<file path="config.mk">
export PLATFORM = sky130hd
export DESIGN_NAME = dual_issue_stage
export DESIGN_NICKNAME = d
export VERILOG_FILES = /design/src/logic/issue_pkg.sv /design/src/logic/isa_pkg.sv /design/src/logic/issue_slot_if.sv /design/src/logic/dual_issue_stage.sv /design/src/logic/issue_latch.sv /design/src/logic/dual_dispatcher.sv /design/src/logic/inst_decoder.sv
export SDC_FILE = /design/constraint.sdc
export NUM_CORES = 1
export LEC_CHECK = 0
export ABC_AREA = 1
export BUFFER_PORTS_ARGS = -buffer_cell sky130_fd_sc_hd__buf_4
export CAP_MARGIN = 5
export CORE_AREA = 2 2 288 290
export CTS_CLUSTER_SIZE = 30
export DETAILED_ROUTE_END_ITERATION = 8
export DIE_AREA = 0 0 290 292
export GPL_TIMING_DRIVEN = 0
export PLACE_DENSITY = 0.39
export SETUP_SLACK_MARGIN = 0.5
export SLEW_MARGIN = 20
export SYNTH_ARGS = -nofsm -noshare
export SYNTH_HDL_FRONTEND = slang
export SYNTH_SLANG_ARGS = --single-unit
</file>
<file path="constraint.sdc">
create_clock -name clk -period 2.7 [get_ports clk]
set_input_delay 0.405 -clock clk [delete_from_list [all_inputs] [get_ports clk]]
set_output_delay 0.405 -clock clk [all_outputs]
set_load 0.005 [all_outputs]
</file>
<file path="src/logic/issue_pkg.sv">
`default_nettype none

package issue_pkg;

    // pc, ir, sign-extended immediate and control word all share this width
    localparam int XLEN = 32;

    // exception argument forwarded from fetch
    localparam int EXCP_W = 16;

    // branch prediction payload, opaque to this stage
    localparam int PRED_W = 64;

endpackage

`default_nettype wire

</file>
<file path="src/logic/isa_pkg.sv">
`default_nettype none

package isa_pkg;

    // register index width
    localparam int REG_W = 5;

    // instruction word layout
    localparam int OPC_LSB = 26;
    localparam int OPC_W   = 6;
    localparam int RD_LSB  = 0;
    localparam int RJ_LSB  = 5;
    localparam int RK_LSB  = 10;
    localparam int IMM_LSB = 10;
    localparam int IMM_W   = 16;

    // control word layout, type sits at the bottom
    localparam int TYPE_W       = 4;
    localparam int REGWRITE_BIT = 6;

    // major opcode in ir[31:26]
    typedef enum logic [OPC_W-1:0] {
        op_add     = 6'h00,
        op_beq     = 6'h01,
        op_div     = 6'h02,
        op_csrrd   = 6'h03,
        op_csrwr   = 6'h04,
        op_mul     = 6'h05,
        op_ld      = 6'h06,
        op_st      = 6'h07,
        op_csr_ld  = 6'h08,
        op_rdcnt   = 6'h09,
        op_jal     = 6'h0a,
        op_ibar    = 6'h0b,
        op_tlbsrch = 6'h0c,
        op_tlbfill = 6'h0d
    } opcode_e;

    // execution class carried in control[3:0]
    typedef enum logic [TYPE_W-1:0] {
        ex_alu         = 4'd0,
        ex_br          = 4'd1,
        ex_div         = 4'd2,
        ex_priv        = 4'd3,
        ex_mul         = 4'd4,
        ex_dcache      = 4'd5,
        ex_priv_dcache = 4'd6,
        ex_rdcnt       = 4'd7,
        ex_alu_br      = 4'd8,
        ex_ibar        = 4'd9,
        ex_priv_mmu    = 4'd10,
        ex_mmu         = 4'd11
    } exec_type_e;

endpackage

`default_nettype wire
</file>
<file path="src/logic/issue_slot_if.sv">
`timescale 1ns/10ps
`default_nettype none

// one instruction slot between decode, dispatch and the execute latches
interface issue_slot_if;
    import isa_pkg::*;
    import issue_pkg::*;

    logic              valid;
    logic [XLEN-1:0]   pc;
    logic [XLEN-1:0]   ir;
    logic [REG_W-1:0]  rd;
    logic [REG_W-1:0]  rj;
    logic [REG_W-1:0]  rk;
    logic [XLEN-1:0]   imm;
    logic [XLEN-1:0]   control;
    logic [EXCP_W-1:0] excp_arg;
    logic [PRED_W-1:0] pre;

    modport src (
        output valid, pc, ir, rd, rj, rk, imm, control, excp_arg, pre
    );

    modport dst (
        input  valid, pc, ir, rd, rj, rk, imm, control, excp_arg, pre
    );

endinterface

`default_nettype wire

</file>
<file path="src/logic/dual_issue_stage.sv">
`timescale 1ns/10ps
`default_nettype none

module dual_issue_stage (
    input  wire logic                        clk,
    input  wire logic                        rstn,
    input  wire logic                        flush,
    input  wire logic                        stall,
    // slot 1 is the older instruction
    input  wire logic                        valid0,
    input  wire logic [issue_pkg::XLEN-1:0]  pc0,
    input  wire logic [issue_pkg::XLEN-1:0]  ir0,
    input  wire logic [issue_pkg::EXCP_W-1:0] excp_arg0,
    input  wire logic [issue_pkg::PRED_W-1:0] pre0,
    input  wire logic                        valid1,
    input  wire logic [issue_pkg::XLEN-1:0]  pc1,
    input  wire logic [issue_pkg::XLEN-1:0]  ir1,
    input  wire logic [issue_pkg::EXCP_W-1:0] excp_arg1,
    input  wire logic [issue_pkg::PRED_W-1:0] pre1,
    // tells fetch which slots were taken
    output logic                             issue0,
    output logic                             issue1,
    output logic                             ex0_valid,
    output logic [issue_pkg::XLEN-1:0]       ex0_pc,
    output logic [issue_pkg::XLEN-1:0]       ex0_ir,
    output logic [isa_pkg::REG_W-1:0]        ex0_rd,
    output logic [isa_pkg::REG_W-1:0]        ex0_rj,
    output logic [isa_pkg::REG_W-1:0]        ex0_rk,
    output logic [issue_pkg::XLEN-1:0]       ex0_imm,
    output logic [issue_pkg::XLEN-1:0]       ex0_control,
    output logic [issue_pkg::EXCP_W-1:0]     ex0_excp_arg,
    output logic [issue_pkg::PRED_W-1:0]     ex0_pre,
    output logic                             ex1_valid,
    output logic [issue_pkg::XLEN-1:0]       ex1_pc,
    output logic [issue_pkg::XLEN-1:0]       ex1_ir,
    output logic [isa_pkg::REG_W-1:0]        ex1_rd,
    output logic [isa_pkg::REG_W-1:0]        ex1_rj,
    output logic [isa_pkg::REG_W-1:0]        ex1_rk,
    output logic [issue_pkg::XLEN-1:0]       ex1_imm,
    output logic [issue_pkg::XLEN-1:0]       ex1_control,
    output logic [issue_pkg::EXCP_W-1:0]     ex1_excp_arg,
    output logic [issue_pkg::PRED_W-1:0]     ex1_pre
);

    issue_slot_if dec0_s ();
    issue_slot_if dec1_s ();
    issue_slot_if disp0_s ();
    issue_slot_if disp1_s ();

    // fetch fields pass straight into the decoded slots
    assign dec0_s.valid    = valid0;
    assign dec0_s.pc       = pc0;
    assign dec0_s.ir       = ir0;
    assign dec0_s.excp_arg = excp_arg0;
    assign dec0_s.pre      = pre0;
    assign dec1_s.valid    = valid1;
    assign dec1_s.pc       = pc1;
    assign dec1_s.ir       = ir1;
    assign dec1_s.excp_arg = excp_arg1;
    assign dec1_s.pre      = pre1;

    inst_decoder dec0_i (.ir(ir0), .slot(dec0_s.src));
    inst_decoder dec1_i (.ir(ir1), .slot(dec1_s.src));

    dual_dispatcher disp_i (
        .clk    (clk),
        .rstn   (rstn),
        .flush  (flush),
        .stall  (stall),
        .dec0   (dec0_s.dst),
        .dec1   (dec1_s.dst),
        .disp0  (disp0_s.src),
        .disp1  (disp1_s.src),
        .issue0 (issue0),
        .issue1 (issue1)
    );

    // upper pipe
    issue_latch latch0_i (
        .clk(clk), .rstn(rstn), .flush(flush), .stall(stall),
        .issue(issue0), .disp(disp0_s.dst),
        .ex_valid(ex0_valid), .ex_pc(ex0_pc), .ex_ir(ex0_ir),
        .ex_rd(ex0_rd), .ex_rj(ex0_rj), .ex_rk(ex0_rk),
        .ex_imm(ex0_imm), .ex_control(ex0_control),
        .ex_excp_arg(ex0_excp_arg), .ex_pre(ex0_pre)
    );

    // lower, full-function pipe
    issue_latch latch1_i (
        .clk(clk), .rstn(rstn), .flush(flush), .stall(stall),
        .issue(issue1), .disp(disp1_s.dst),
        .ex_valid(ex1_valid), .ex_pc(ex1_pc), .ex_ir(ex1_ir),
        .ex_rd(ex1_rd), .ex_rj(ex1_rj), .ex_rk(ex1_rk),
        .ex_imm(ex1_imm), .ex_control(ex1_control),
        .ex_excp_arg(ex1_excp_arg), .ex_pre(ex1_pre)
    );

endmodule

`default_nettype wire

</file>
<file path="src/logic/issue_latch.sv">
`timescale 1ns/10ps
`default_nettype none

module issue_latch (
    input  wire logic                      clk,
    input  wire logic                      rstn,
    input  wire logic                      flush,
    input  wire logic                      stall,
    input  wire logic                      issue,
    issue_slot_if.dst                      disp,
    output logic                           ex_valid,
    output logic [issue_pkg::XLEN-1:0]     ex_pc,
    output logic [issue_pkg::XLEN-1:0]     ex_ir,
    output logic [isa_pkg::REG_W-1:0]      ex_rd,
    output logic [isa_pkg::REG_W-1:0]      ex_rj,
    output logic [isa_pkg::REG_W-1:0]      ex_rk,
    output logic [issue_pkg::XLEN-1:0]     ex_imm,
    output logic [issue_pkg::XLEN-1:0]     ex_control,
    output logic [issue_pkg::EXCP_W-1:0]   ex_excp_arg,
    output logic [issue_pkg::PRED_W-1:0]   ex_pre
);

    always_ff @(posedge clk or negedge rstn) begin
        if (!rstn) begin
            ex_valid    <= 1'b0;
            ex_pc       <= '0;
            ex_ir       <= '0;
            ex_rd       <= '0;
            ex_rj       <= '0;
            ex_rk       <= '0;
            ex_imm      <= '0;
            ex_control  <= '0;
            ex_excp_arg <= '0;
            ex_pre      <= '0;
        end else if (flush || (!stall && !issue)) begin
            // flush, or a bubble when this pipe got nothing
            ex_valid    <= 1'b0;
            ex_pc       <= '0;
            ex_ir       <= '0;
            ex_rd       <= '0;
            ex_rj       <= '0;
            ex_rk       <= '0;
            ex_imm      <= '0;
            ex_control  <= '0;
            ex_excp_arg <= '0;
            ex_pre      <= '0;
        end else if (!stall) begin
            ex_valid    <= disp.valid;
            ex_pc       <= disp.pc;
            ex_ir       <= disp.ir;
            ex_rd       <= disp.rd;
            ex_rj       <= disp.rj;
            ex_rk       <= disp.rk;
            ex_imm      <= disp.imm;
            ex_control  <= disp.control;
            ex_excp_arg <= disp.excp_arg;
            ex_pre      <= disp.pre;
        end
    end

    // flush wins over stall and over a pending issue
    a_flush_kill: assert property (@(posedge clk) disable iff (!rstn) flush |=> !ex_valid);

endmodule

`default_nettype wire

</file>
<file path="src/logic/dual_dispatcher.sv">
`timescale 1ns/10ps
`default_nettype none

module dual_dispatcher (
    input  wire logic  clk,
    input  wire logic  rstn,
    input  wire logic  flush,
    input  wire logic  stall,
    issue_slot_if.dst  dec0,
    issue_slot_if.dst  dec1,
    issue_slot_if.src  disp0,
    issue_slot_if.src  disp1,
    output logic       issue0,
    output logic       issue1
);
    import isa_pkg::*;

    exec_type_e       type0;
    exec_type_e       type1;
    logic             wr0;
    logic             wr1;
    logic             two0;
    logic             two1;
    logic             dep;
    logic             fits0;
    logic             blk0;
    logic             blk1;
    // rd and two-cycle flag of each slot issued last cycle
    logic [REG_W-1:0] rec_rd0;
    logic [REG_W-1:0] rec_rd1;
    logic             rec_two0;
    logic             rec_two1;

    // does a slot with these fields read register src
    function automatic logic reads_reg(
        input logic [REG_W-1:0] src,
        input logic [REG_W-1:0] rd,
        input logic [REG_W-1:0] rj,
        input logic [REG_W-1:0] rk,
        input exec_type_e       t
    );
        return (src == rj) || (src == rk) || ((src == rd) && (t == ex_br));
    endfunction

    // result not ready for the next issue
    function automatic logic is_two_cycle(input exec_type_e t, input logic wr);
        return (t == ex_mul) || (t == ex_dcache) || (t == ex_div) ||
               ((t == ex_priv) && wr);
    endfunction

    // upper pipe has no memory, privileged or mmu path
    function automatic logic fits_upper(input exec_type_e t);
        return t inside {ex_alu, ex_br, ex_div, ex_mul, ex_rdcnt, ex_alu_br, ex_ibar};
    endfunction

    assign type0 = exec_type_e'(dec0.control[TYPE_W-1:0]);
    assign type1 = exec_type_e'(dec1.control[TYPE_W-1:0]);
    assign wr0   = dec0.control[REGWRITE_BIT];
    assign wr1   = dec1.control[REGWRITE_BIT];
    assign two0  = is_two_cycle(type0, wr0);
    assign two1  = is_two_cycle(type1, wr1);
    assign fits0 = fits_upper(type0);

    // younger needs the older result in the same cycle
    assign dep = wr1 && (dec1.rd != '0) &&
                 reads_reg(dec1.rd, dec0.rd, dec0.rj, dec0.rk, type0);

    // record compares indices only, r0 included
    assign blk1 = (rec_two0 && reads_reg(rec_rd0, dec1.rd, dec1.rj, dec1.rk, type1)) ||
                  (rec_two1 && reads_reg(rec_rd1, dec1.rd, dec1.rj, dec1.rk, type1));
    assign blk0 = (rec_two0 && reads_reg(rec_rd0, dec0.rd, dec0.rj, dec0.rk, type0)) ||
                  (rec_two1 && reads_reg(rec_rd1, dec0.rd, dec0.rj, dec0.rk, type0));

    always_comb begin
        if (blk1) begin
            issue0 = 1'b0;
            issue1 = 1'b0;
        end else if (!dep && fits0 && !blk0) begin
            issue0 = 1'b1;
            issue1 = 1'b1;
        end else begin
            issue0 = 1'b0;
            issue1 = 1'b1;
        end
    end

    // a slot that does not issue goes out as all zeros
    assign disp0.valid    = issue0 ? dec0.valid    : '0;
    assign disp0.pc       = issue0 ? dec0.pc       : '0;
    assign disp0.ir       = issue0 ? dec0.ir       : '0;
    assign disp0.rd       = issue0 ? dec0.rd       : '0;
    assign disp0.rj       = issue0 ? dec0.rj       : '0;
    assign disp0.rk       = issue0 ? dec0.rk       : '0;
    assign disp0.imm      = issue0 ? dec0.imm      : '0;
    assign disp0.control  = issue0 ? dec0.control  : '0;
    assign disp0.excp_arg = issue0 ? dec0.excp_arg : '0;
    assign disp0.pre      = issue0 ? dec0.pre      : '0;

    assign disp1.valid    = issue1 ? dec1.valid    : '0;
    assign disp1.pc       = issue1 ? dec1.pc       : '0;
    assign disp1.ir       = issue1 ? dec1.ir       : '0;
    assign disp1.rd       = issue1 ? dec1.rd       : '0;
    assign disp1.rj       = issue1 ? dec1.rj       : '0;
    assign disp1.rk       = issue1 ? dec1.rk       : '0;
    assign disp1.imm      = issue1 ? dec1.imm      : '0;
    assign disp1.control  = issue1 ? dec1.control  : '0;
    assign disp1.excp_arg = issue1 ? dec1.excp_arg : '0;
    assign disp1.pre      = issue1 ? dec1.pre      : '0;

    always_ff @(posedge clk or negedge rstn) begin
        if (!rstn) begin
            rec_rd0  <= '0;
            rec_rd1  <= '0;
            rec_two0 <= 1'b0;
            rec_two1 <= 1'b0;
        end else if (flush) begin
            rec_rd0  <= '0;
            rec_rd1  <= '0;
            rec_two0 <= 1'b0;
            rec_two1 <= 1'b0;
        end else if (!stall) begin
            rec_rd0  <= dec0.rd;
            rec_rd1  <= dec1.rd;
            rec_two0 <= issue0 && two0;
            rec_two1 <= issue1 && two1;
        end
    end

    // younger never issues without the older one
    a_in_order: assert property (@(posedge clk) disable iff (!rstn) issue0 |-> issue1);

    // lower-only classes never reach the upper pipe
    a_upper_only: assert property (@(posedge clk) disable iff (!rstn)
        issue0 |-> !(disp0.control[TYPE_W-1:0] inside
                     {ex_priv, ex_dcache, ex_priv_dcache, ex_priv_mmu, ex_mmu}));

endmodule

`default_nettype wire

</file>
<file path="src/logic/inst_decoder.sv">
`timescale 1ns/10ps
`default_nettype none

module inst_decoder (
    input  wire logic [issue_pkg::XLEN-1:0] ir,
    issue_slot_if.src                       slot
);
    import isa_pkg::*;
    import issue_pkg::*;

    opcode_e    opcode;
    exec_type_e etype;
    logic       regwrite;

    assign opcode = opcode_e'(ir[OPC_LSB +: OPC_W]);

    // register fields sit at fixed positions for every format
    assign slot.rd  = ir[RD_LSB +: REG_W];
    assign slot.rj  = ir[RJ_LSB +: REG_W];
    assign slot.rk  = ir[RK_LSB +: REG_W];
    assign slot.imm = {{(XLEN-IMM_W){ir[IMM_LSB+IMM_W-1]}}, ir[IMM_LSB +: IMM_W]};

    always_comb begin
        etype    = ex_alu;
        regwrite = 1'b1;
        case (opcode)
            op_add: begin
                etype = ex_alu;
            end
            op_beq: begin
                etype    = ex_br;
                regwrite = 1'b0;
            end
            op_div: begin
                etype = ex_div;
            end
            // csrwr hands the old csr value back in rd
            op_csrrd, op_csrwr: begin
                etype = ex_priv;
            end
            op_mul: begin
                etype = ex_mul;
            end
            op_ld: begin
                etype = ex_dcache;
            end
            op_st: begin
                etype    = ex_dcache;
                regwrite = 1'b0;
            end
            op_csr_ld: begin
                etype = ex_priv_dcache;
            end
            op_rdcnt: begin
                etype = ex_rdcnt;
            end
            // link register write
            op_jal: begin
                etype = ex_alu_br;
            end
            op_ibar: begin
                etype    = ex_ibar;
                regwrite = 1'b0;
            end
            // tlb ops touch only tlb/csr state, no gpr target
            op_tlbsrch: begin
                etype    = ex_priv_mmu;
                regwrite = 1'b0;
            end
            op_tlbfill: begin
                etype    = ex_mmu;
                regwrite = 1'b0;
            end
            default: begin
                etype    = ex_alu;
                regwrite = 1'b0;
            end
        endcase
    end

    always_comb begin
        slot.control                 = '0;
        slot.control[TYPE_W-1:0]     = etype;
        slot.control[REGWRITE_BIT]   = regwrite;
    end

endmodule

`default_nettype wire

</file>
==> results of run 1 <==
## kinds of logic after synthesis
logic type,after synthesis
simple gates,1090
flops,312
buf+inv,306
compound gates,43
xor+xnor,43
other cells,1
## registers in the layout, indices dropped and copies added (netlist names)
signal and flops:
latch1_i.ex_rd 4, latch1_i.ex_valid 1, latch0_i.ex_valid 1, latch1_i.ex_ir 8
disp_i.rec_rd1 5, latch1_i.ex_pre 64, latch1_i.ex_excp_arg 16, latch1_i.ex_rj 4
latch0_i.ex_pc 32, disp_i.rec_two0 1, latch0_i.ex_pre 64, latch0_i.ex_rj 4
disp_i.rec_rd0 5, disp_i.rec_two1 1, latch0_i.ex_imm 16, latch0_i.ex_ir 8
latch0_i.ex_excp_arg 16, latch0_i.ex_control 5, latch1_i.ex_pc 32, latch1_i.ex_control 5
latch0_i.ex_rd 4, latch1_i.ex_imm 16
## report_power, final
group,total (mW),switching [mW],internal [mW]
sequential,5.15,0.199,4.95
clock,5.37,2.22,3.15
combinational,3.10,1.47,1.63
total,13.6,3.88,9.73
## area by class of cell
class / count / area [um^2] / share of cell area
tap: 1070 / 1340 / 0.0488
multi-input combinational: 1230 / 6990 / 0.255
sequential: 312 / 7810 / 0.285
buffer: 250 / 2170 / 0.0792
clock buffer: 57 / 1190 / 0.0433
inverter: 56 / 244 / 0.00889
timing repair buffer: 824 / 7590 / 0.277
clock inverter: 12 / 93.8 / 0.00342
antenna: 2 / 5.00 / 0.000182
## worst max-delay path by stage
stage | startpoint | end | cells after the start | slack (ns)
finish | disp_i.rec_rd1[1]$_DFFE_PN0P_ | issue0 | 11 | 0.14
global route | disp_i.rec_rd1[2]$_DFFE_PN0P_ | issue0 | 10 | 0.02
CTS | disp_i.rec_rd1[4]$_DFFE_PN0P_ | issue0 | 11 | 0.13
detailed placement | ir1[3] | latch0_i.ex_imm[8]$_DFFE_PN0P_ | 12 | -0.64
global placement | rstn | latch1_i.ex_pre[7]$_DFFE_PN0P_ | 1 | -2.04
floorplan | ir0[27] | latch0_i.ex_control[0]$_DFFE_PN0P_ | 14 | 0.91
## layout by cell type (no fill, tap or decap), drive strengths merged
cell type    count
a21o             1
xnor2           31
diode            2
nand2          849
a31oi            1
o2111ai          1
nand3b           2
inv             56
conb            54
nor2            47
nand4           11
nor3             3
o211ai           2
clkinv           8
bufinv           1
clkinvlp         3
xor2            12
a21oi            4
buf            997
o21ai           32
dfrtp          312
dlygate4sd3     38
nand3          178
clkbuf          96
o22ai            2
## worst reg2reg max path: cells and delay by family, from the launching register on
family	cells	cell delay, ns
XOR/XNOR	1	0.11
buffers and inverters	9	1.20
flip-flops	1	0.37
AND/OR/NAND/NOR	9	0.74
## layer usage
metal	track usage	routed length [um]	vias up
met5	0	54	-
met4	0.0396	1350	8
met3	0.0582	6020	80
met2	0.309	38500	584
met1	0.195	29100	7257
li1	-	-	7235
## through the flow
stage / total power [mW] / setup slack, ns
2_1_floorplan: 6.09 / 0.914
4_1_cts: 13.7 / 0.127
6_report: 13.6 / 0.136
3_3_place_gp: 7.54 / -2.04
5_1_grt: 14.3 / 0.0225
3_5_place_dp: 7.57 / -0.640
## repair_timing
item	in CTS	in global routing
gates cloned	35	1
hold endpoints to repair	67	0
resized for setup	362	275
setup buffers	55	12
hold buffers	38	0
setup endpoints to repair	309	296
pin swaps	196	183
==> summary by stage, run 1 <==
Worst setup path
The register-to-register setup slack is 0.20 ns. The count of cells along the worst register-to-register path is 19. The slowest stage of the critical path belongs to the cell sky130_fd_sc_hd__dfrtp_1. The type of destination of the critical path is an output port. The number of buffers and inverters on the critical path is 3. At the worst endpoint, the required time is 2.30 ns. The launching point of the worst reg2reg path is disp_i.rec_rd1[1]$_DFFE_PN0P_. The data arrival time at the worst-slack endpoint is 2.16 ns. The delay of the slowest cell on the worst path is 0.37 ns. Broken down by cell family, the worst path's largest delay share belongs to simple AND/OR/NAND/NOR gates. Traced cell by cell, the critical path runs through buf_6 > buf_4 > xnor2_1 > nand2_1 > nor2_1 > nor2_1 > nand2_1 > nand2_2 > nand2_4 > nor3_2 > buf_4. STA classifies the critical path startpoint as a flip-flop. The kind of critical path is flip-flop to output port. In this run the critical register-to-register path is captured at latch0_i.ex_pre[30]$_DFFE_PN0P_. The maximum fanout encountered on the critical timing path is 6.

Yosys
The number of different library cells used by synthesis comes to 32. The prevailing post-synth register cell is sky130_fd_sc_hd__dfrtp_1. The library cell occupying the most area in the post-synthesis netlist is sky130_fd_sc_hd__dfrtp_1.

In this run, synthesis inferred 0 flip-flops with an integrated enable. The compound-cell area share of the yosys netlist was 0.0157. The share of synthesized area in the top cell type comes to 0.525.

The most repeated cell in the gate-level netlist after synthesis is sky130_fd_sc_hd__nand2_1. Of the total synthesized cell area, the portion taken by AND, OR, NAND and NOR gates is 0.302. In this run, synthesis produced a sequential element count of 312. The total standard cell area after synthesis is 0.0149 mm^2.

The commonest cells after synthesis are sky130_fd_sc_hd__nand2_1 (846), sky130_fd_sc_hd__dfrtp_1 (312), sky130_fd_sc_hd__buf_4 (172). The average cell area after synthesis is 8.28 um^2. Synthesis handed over a netlist of 1795 instances. By area, the combinational part of the netlist is dominated by simple AND/OR/NAND/NOR gates. The share of synthesized registers carrying an async set or reset is 1.00. Of the synthesized area, sequential elements account for 0.525. Yosys printed 0 warnings. Of the post-synthesis cell area, the part taken by muxes is 0. The post-synthesis share of cell area spent on full adders, half adders and majority gates is 0. The xor/xnor share of the synthesized area is 0.0253.

By area the synthesized netlist is led by sky130_fd_sc_hd__dfrtp_1 (53%), sky130_fd_sc_hd__nand2_1 (21%), sky130_fd_sc_hd__buf_4 (8.7%), sky130_fd_sc_hd__nand3_1 (5.3%), sky130_fd_sc_hd__xnor2_1 (1.8%).

Run
The reported max-cap violation count is 0.

Placement
In this run, placement finished with an instance count of 3601. Port buffering added 679 buffers. The final RePlAce weighted congestion is 0.838. The placed wire-length estimate after detailed placement is 54100 um. The post-placement cell area is 0.0216 mm^2.

STA
The final total negative setup slack is 0 ns. The number of endpoints failing setup at the final stage is 0. The headroom to the max-slew limit is 0.411. The achievable clock frequency is 0.390 GHz. The number of hold-slack violations in the final timing report is 0.

The slew at the pin closest to its max-slew limit is 0.880 ns. In the finished design, the share of the clock period the worst path needs comes to 0.950. Across the routed clock network, the largest skew measured is 0.0182 ns.

The final hold slack is 0.0419 ns. The max-slew violation count was 0. The final critical path time including I/O delays and setup is 2.56 ns.

Setup repair after global routing could not meet its margin everywhere.

Die
The die covers 0.0847 mm^2. Pin placement for this block handled 744 I/O pins. The initial utilization of the core area, before any placement, comes to 0.182. The placement row count is 105. In this run the standard cell core region covers 0.0816 mm^2.

The die is 290 um wide. The vertical die dimension is 292 um.

Clock tree
The total clock sinks is 312. The maximum clock insertion buffer count is 3. Buffers inserted during clock tree synthesis total 41.

The clock transition at the registers of the reported paths is 0.06 ns. TritonCTS built the clock tree. The clock latency on the worst-skew pair is 0.56 ns. CTS placed an instance of sky130_fd_sc_hd__clkbuf_16 at the clock tree root. The H-tree level count is 2.

Worst hold path
The worst-case hold path end point is latch1_i.ex_excp_arg[15]$_DFFE_PN0P_. The kind of path behind the tightest hold check is primary input to flip-flop. The beginning of the worst hold path is excp_arg1[15]. The worst hold path was traced through 3 stages.

Route
Summed over all layers, the routed wires come to 75100 um. The post-detailed-route wirelength per cell is 19.7 um. The final routed DRC violation total is 0.

The number of nets with antenna violations after detailed routing is 0. The routed layout has 15.2k vias. The number of detailed-routing iterations run before antenna repair is 5. After detailed routing, the number of vias per cell comes to 3.98.

The violation count after the first detailed-route iteration is 637.

Power and ir drop
The maximum resistive drop on vdd is 0.000363 V. Power spread over the standard cell area amounts to 496 mW/mm^2. In this run the static leakage power is 14.9 nW.

GRT
The via count of the first global-routing pass is 15.6k. The number of antenna violations at the first check in global routing is 8. Entering global routing, the biggest net connects 82 pins. The overflow left after global routing is 0. The total routing resource utilization after global routing is 0.172. The first global-routing pass estimated 107000 um of wire.

Finish
The synthesis-to-layout area growth is 84.6%. The share of final-layout standard cells stronger than drive strength 1 is 0.530. Once layout is complete, the utilization of the core stands at 0.336. The finished layout holds 3813 standard cells, fillers aside. The final non-filler cell area is 0.0274 mm^2.

The net count of the finished layout is 3009. After filler insertion, the fill cell instance count of the layout stands at 8499.

Outcome
The flow ran to the end, and the final reports show no timing, DRC or antenna violations.
(Power assumes the default switching activity.)
==> inputs of run 2 (changes only) <==
--- a/config.mk
+++ b/config.mk
@@ -5,13 +5,13 @@
 export SDC_FILE = /design/constraint.sdc
 export NUM_CORES = 1
 export LEC_CHECK = 0
-export ABC_AREA = 1
+export ABC_AREA = 0
 export BUFFER_PORTS_ARGS = -buffer_cell sky130_fd_sc_hd__buf_4
 export CAP_MARGIN = 5
-export CORE_AREA = 2 2 288 290
+export CORE_AREA = 2 2 291 293
 export CTS_CLUSTER_SIZE = 30
 export DETAILED_ROUTE_END_ITERATION = 8
-export DIE_AREA = 0 0 290 292
+export DIE_AREA = 0 0 293 295
 export GPL_TIMING_DRIVEN = 0
 export PLACE_DENSITY = 0.39
 export SETUP_SLACK_MARGIN = 0.5
==> summary by stage, run 2 <==
Outcome
The run finished, with violations left. The final reports fail on negative setup slack.

STA
The slew at the pin closest to its max-slew limit is 0.848 ns (-0.0319 ns). The achievable clock frequency came to 0.299 GHz (-23%). The final critical path time including I/O delays and setup is 3.35 ns (+0.782 ns). The max-slew violation count is 0 (unchanged). The final total negative setup slack is -6.82 ns (-6.82 ns). The number of hold-slack violations in the final timing report was 0 (unchanged). The headroom to the max-slew limit is 0.434 (+0.0234).

The final setup skew is 0.0201 ns (+0.00183 ns). The number of endpoints failing setup at the final stage is 82 (+82). The final worst-path setup slack is -0.645 ns (-0.782 ns). The post-route clock period utilization is 1.24 (+0.290). The final hold slack came to 0.0526 ns (+0.0107 ns).

Setup repair after global routing could not meet its margin everywhere.

Power and ir drop
The combinational share of power was 0.172 (-0.056). The power share of the clock group is 0.442 (+0.048). The switching power as a share of total power was 0.266 (-0.0196). The switching power summed over all nets is 3.56 mW (-8.5%). The cell leakage power is 12.0 nW (-19%). The internal power component is 9.83 mW (+0.96%).

The power per cell area is 548 mW/mm^2 (+10%). The relative contribution of sequential cells to total power came to 0.386 (+0.008). The maximum resistive drop on vdd is 0.000345 V (-4.9%).

GRT
The overflow left after global routing is 0 (unchanged). met2 is the most crowded layer. The via count of the first global-routing pass is 14.1k (-9.1%). The met1 layer usage reported by global route is 0.204 (+0.00933). The met3 usage is 0.0386 (-0.0196).

The fraction of met2 tracks used by global routing is 0.279 (-0.0305). The total routing resource utilization after global routing is 0.163 (-0.00898). The pin count of the biggest net entering global routing is 88 (+7.3%).

The wire length of the first global-routing pass is 103000 um (-4.3%). The number of antenna violations at the first check in global routing is 10 (+2).

Route
The number of vias per cell was 4.17 (+4.8%). The number of detailed-routing iterations run before antenna repair is 4 (-1). The final routed DRC violation total was 0 (unchanged). The vias after detailed routing is 14.0k (-8.0%). The violation count after the first detailed-route iteration was 600 (-5.8%). The number of nets with antenna violations after detailed routing was 0 (unchanged).

The final routed wirelength across all metal layers was 73700 um (-1.8%). The post-detailed-route wirelength per cell came to 22.0 um (+12%).

Yosys
The number of warnings issued by yosys was 0 (unchanged). In the synthesized netlist the dominant register cell turns out to be sky130_fd_sc_hd__dfrtp_1. The number of synthesized flops with an enable pin is 0 (unchanged). The total standard cell area after synthesis is 0.0151 mm^2 (+1.8%). The share of synthesized registers carrying an async set or reset is 1.00 (unchanged). The library cell occupying the most area in the post-synthesis netlist is sky130_fd_sc_hd__dfrtp_1. The flop and latch count out of synthesis came to 312 (unchanged). The number of distinct library cell variants in the gate-level netlist after synthesis is 42 (+31%). The average cell area after synthesis is 10.8 um^2 (+31%).

The area share of the leading cell type in the synthesized netlist is 0.516 (-0.00938). The sequential element share of the synthesized area is 0.516 (-0.00938). The number of instances in the synthesized netlist is 1399 (-22%).

By count the netlist is led by sky130_fd_sc_hd__dfrtp_1 (312), sky130_fd_sc_hd__nand2_1 (161), sky130_fd_sc_hd__buf_4 (157). By area the synthesized netlist is led by sky130_fd_sc_hd__dfrtp_1 (52%), sky130_fd_sc_hd__a22o_1 (8.4%), sky130_fd_sc_hd__buf_4 (7.8%), sky130_fd_sc_hd__o31ai_2 (6.5%), sky130_fd_sc_hd__nand3_1 (5.1%). The most repeated cell in the gate-level netlist after synthesis is sky130_fd_sc_hd__dfrtp_1.

Die
The vertical die dimension is 295 um (+1.0%). The width of the die is 293 um (+1.0%). The I/O pin total is 744 (unchanged). The area of the die is 0.0864 mm^2 (+2.1%). The initial core utilization came to 0.182 (-0.000196). The placement row count was 106 (+0.95%).

The core region area was 0.0832 mm^2 (+1.9%).

Worst setup path
The register-to-register setup slack is -0.14 ns (-0.34 ns). The data required time at the worst endpoint is 2.30 ns (about the same). The endpoint of the most critical register-to-register path is latch0_i.ex_pre[2]$_DFFE_PN0P_. The kind of critical path is flip-flop to output port. The worst register-to-register path begins at disp_i.rec_rd1[3]$_DFFE_PN0P_. The kind of start point of the critical path is a flip-flop. The data arrival time at the worst-slack endpoint was 2.94 ns (+0.78 ns).

The maximum fanout encountered on the critical timing path is 3 (-3). The worst setup path is captured at an output port. The count of cells along the worst register-to-register path was 10 (-9).

Worst hold path
The number of cells on the worst hold path is 2 (-1). The beginning of the worst hold path is pre1[59]. The path with the worst hold slack has its endpoint at latch1_i.ex_pre[59]$_DFFE_PN0P_. In this run the worst hold path is classified as primary input to flip-flop.

Finish
The top cell types in the final layout, fill and taps aside, are sky130_fd_sc_hd__buf_4 (845), sky130_fd_sc_hd__dfrtp_1 (312), sky130_fd_sc_hd__nand2_1 (161). The largest registers in the layout are latch0_i.ex_pre x64, latch1_i.ex_pre x64. The number of inserted filler cells in the final layout was 8791 (+3.4%). The utilization after layout is 0.294 (-0.0428).

The post-layout net count is 2523 (-16%). The count of placed standard cells in the final layout, fillers left out is 3348 (-12%). The most common cell after layout, fill and taps aside is sky130_fd_sc_hd__buf_4.

The share of final-layout standard cells stronger than drive strength 1 is 0.481 (-0.0492). The synthesis-to-layout area growth is 61.3%.

Clock tree
The CTS tree is yes. The clock transition at the registers of the reported paths is 0.06 ns (about the same). The CTS buffer count is 43 (+4.9%). The maximum clock insertion buffer count is 3 (unchanged). The H-tree level count was 2 (unchanged). The clock latency on the worst-skew pair is 0.57 ns (about the same).

The total clock sinks is 312 (unchanged). The clock root buffer is sky130_fd_sc_hd__clkbuf_16.

Placement
The number of I/O port buffers came to 675 (-0.59%). The final RePlAce weighted congestion came to 0.866 (+3.3%). The post-placement cell count is 3211 (-11%). The placed wire-length estimate after detailed placement came to 57800 um (+7.0%).

Run
The reported max-cap violation count is 0 (unchanged).
-- run 2: cell count changes in the layout (fill, tap and decap cells not counted), moves of 84 or more --
cell                      before  now
sky130_fd_sc_hd__nand2_1     639  161
sky130_fd_sc_hd__nand2_2     126    0
sky130_fd_sc_hd__nand2_4      84    0
sky130_fd_sc_hd__a22o_1        0  146
sky130_fd_sc_hd__nand3_2     144    0
sky130_fd_sc_hd__nand3_1      26  154
-- run 2: worst max-delay path, stage by stage, from the launching register on --
cell	delay, ns
sky130_fd_sc_hd__dfrtp_1	0.37
sky130_fd_sc_hd__buf_6	0.13
sky130_fd_sc_hd__xor2_1	0.17
sky130_fd_sc_hd__nor4_1	0.07
sky130_fd_sc_hd__and3_1	0.16
sky130_fd_sc_hd__or4_4	0.57
sky130_fd_sc_hd__or2_4	0.26
sky130_fd_sc_hd__buf_12	0.12
sky130_fd_sc_hd__buf_12	0.12
sky130_fd_sc_hd__buf_12	0.12
sky130_fd_sc_hd__nor4_4	0.11
sky130_fd_sc_hd__buf_4	0.16
-- run 2: worst max-delay path by stage --
stage | endpoint | cells past startpoint | startpoint | slack, ns
global route | issue0 | 11 | disp_i.rec_rd1[0]$_DFFE_PN0P_ | -0.78
finish | issue0 | 11 | disp_i.rec_rd1[0]$_DFFE_PN0P_ | -0.65
CTS | issue0 | 11 | disp_i.rec_rd1[0]$_DFFE_PN0P_ | -0.75
detailed placement | latch0_i.ex_pc[26]$_DFFE_PN0P_ | 10 | ir1[29] | -0.87
floorplan | issue0 | 10 | disp_i.rec_rd1[4]$_DFFE_PN0P_ | 0.06
global placement | latch0_i.ex_pc[23]$_DFFE_PN0P_ | 1 | rstn | -2.07
-- run 2: what timing repair did --
item	CTS	global route
setup endpoints to repair	304	304
hold buffers	25	0
endpoints found under the hold margin	100	0
buffers inserted	12	15
pin swaps	11	6
gates resized for setup	32	96
gates cloned	0	1
-- run 2: power by group through the flow --
stage               registers (mW)  clock network (mW)  logic (mW)
detailed placement            5.24                   0        2.23
floorplan                     5.20                   0       0.872
CTS                           5.16                6.16        2.28
finish                        5.16                5.92        2.30
global route                  5.19                6.33        2.49
global placement              5.24                   0        2.19
-- run 2: stage by stage --
stage	setup WS, ns	total power [mW]	area [um^2]
after floorplan	0.0649	6.07	15500
after global placement	-2.07	7.43	22000
after detailed placement	-0.874	7.47	22100
after CTS	-0.748	13.6	24000
after global routing	-0.780	14.0	24400
final	-0.645	13.4	24400
-- run 2: layout make-up --
| class | instances | area [um^2] | area share |
|---|---|---|---|
| flip-flops and latches | 312 | 7810 | 0.320 |
| multi-input cells | 846 | 5800 | 0.238 |
| repair buffers | 732 | 5700 | 0.234 |
| plain buffers | 292 | 2240 | 0.0919 |
| well taps | 1080 | 1350 | 0.0554 |
| clock buffers | 65 | 1300 | 0.0533 |
| clock inverters | 15 | 180 | 0.00738 |
| inverters | 2 | 10.0 | 0.000410 |
| diodes | 4 | 10.0 | 0.000410 |
-- run 2: logic make-up (layout without fill, tap and decap cells) --
group                  Yosys count  in the layout  synth area share
AND/OR/NAND/NOR                386            386             0.118
buffers and inverters          294           1106             0.120
XOR/XNOR                        77             77            0.0446
flip-flops                     312            312             0.516
multiplexers                    10             10           0.00661
other                            1             58          0.000248
AO/OA/AOI/OAI                  319            319             0.196
-- run 2: metal layers --
metal | up-vias | share of wire | routed length [um]
met1 | 6968 | 0.42 | 30800
li1 | 6475 | - | -
met2 | 401 | 0.50 | 37100
met3 | 97 | 0.054 | 4000
met4 | 12 | 0.023 | 1680
met5 | - | 0.00096 | 71
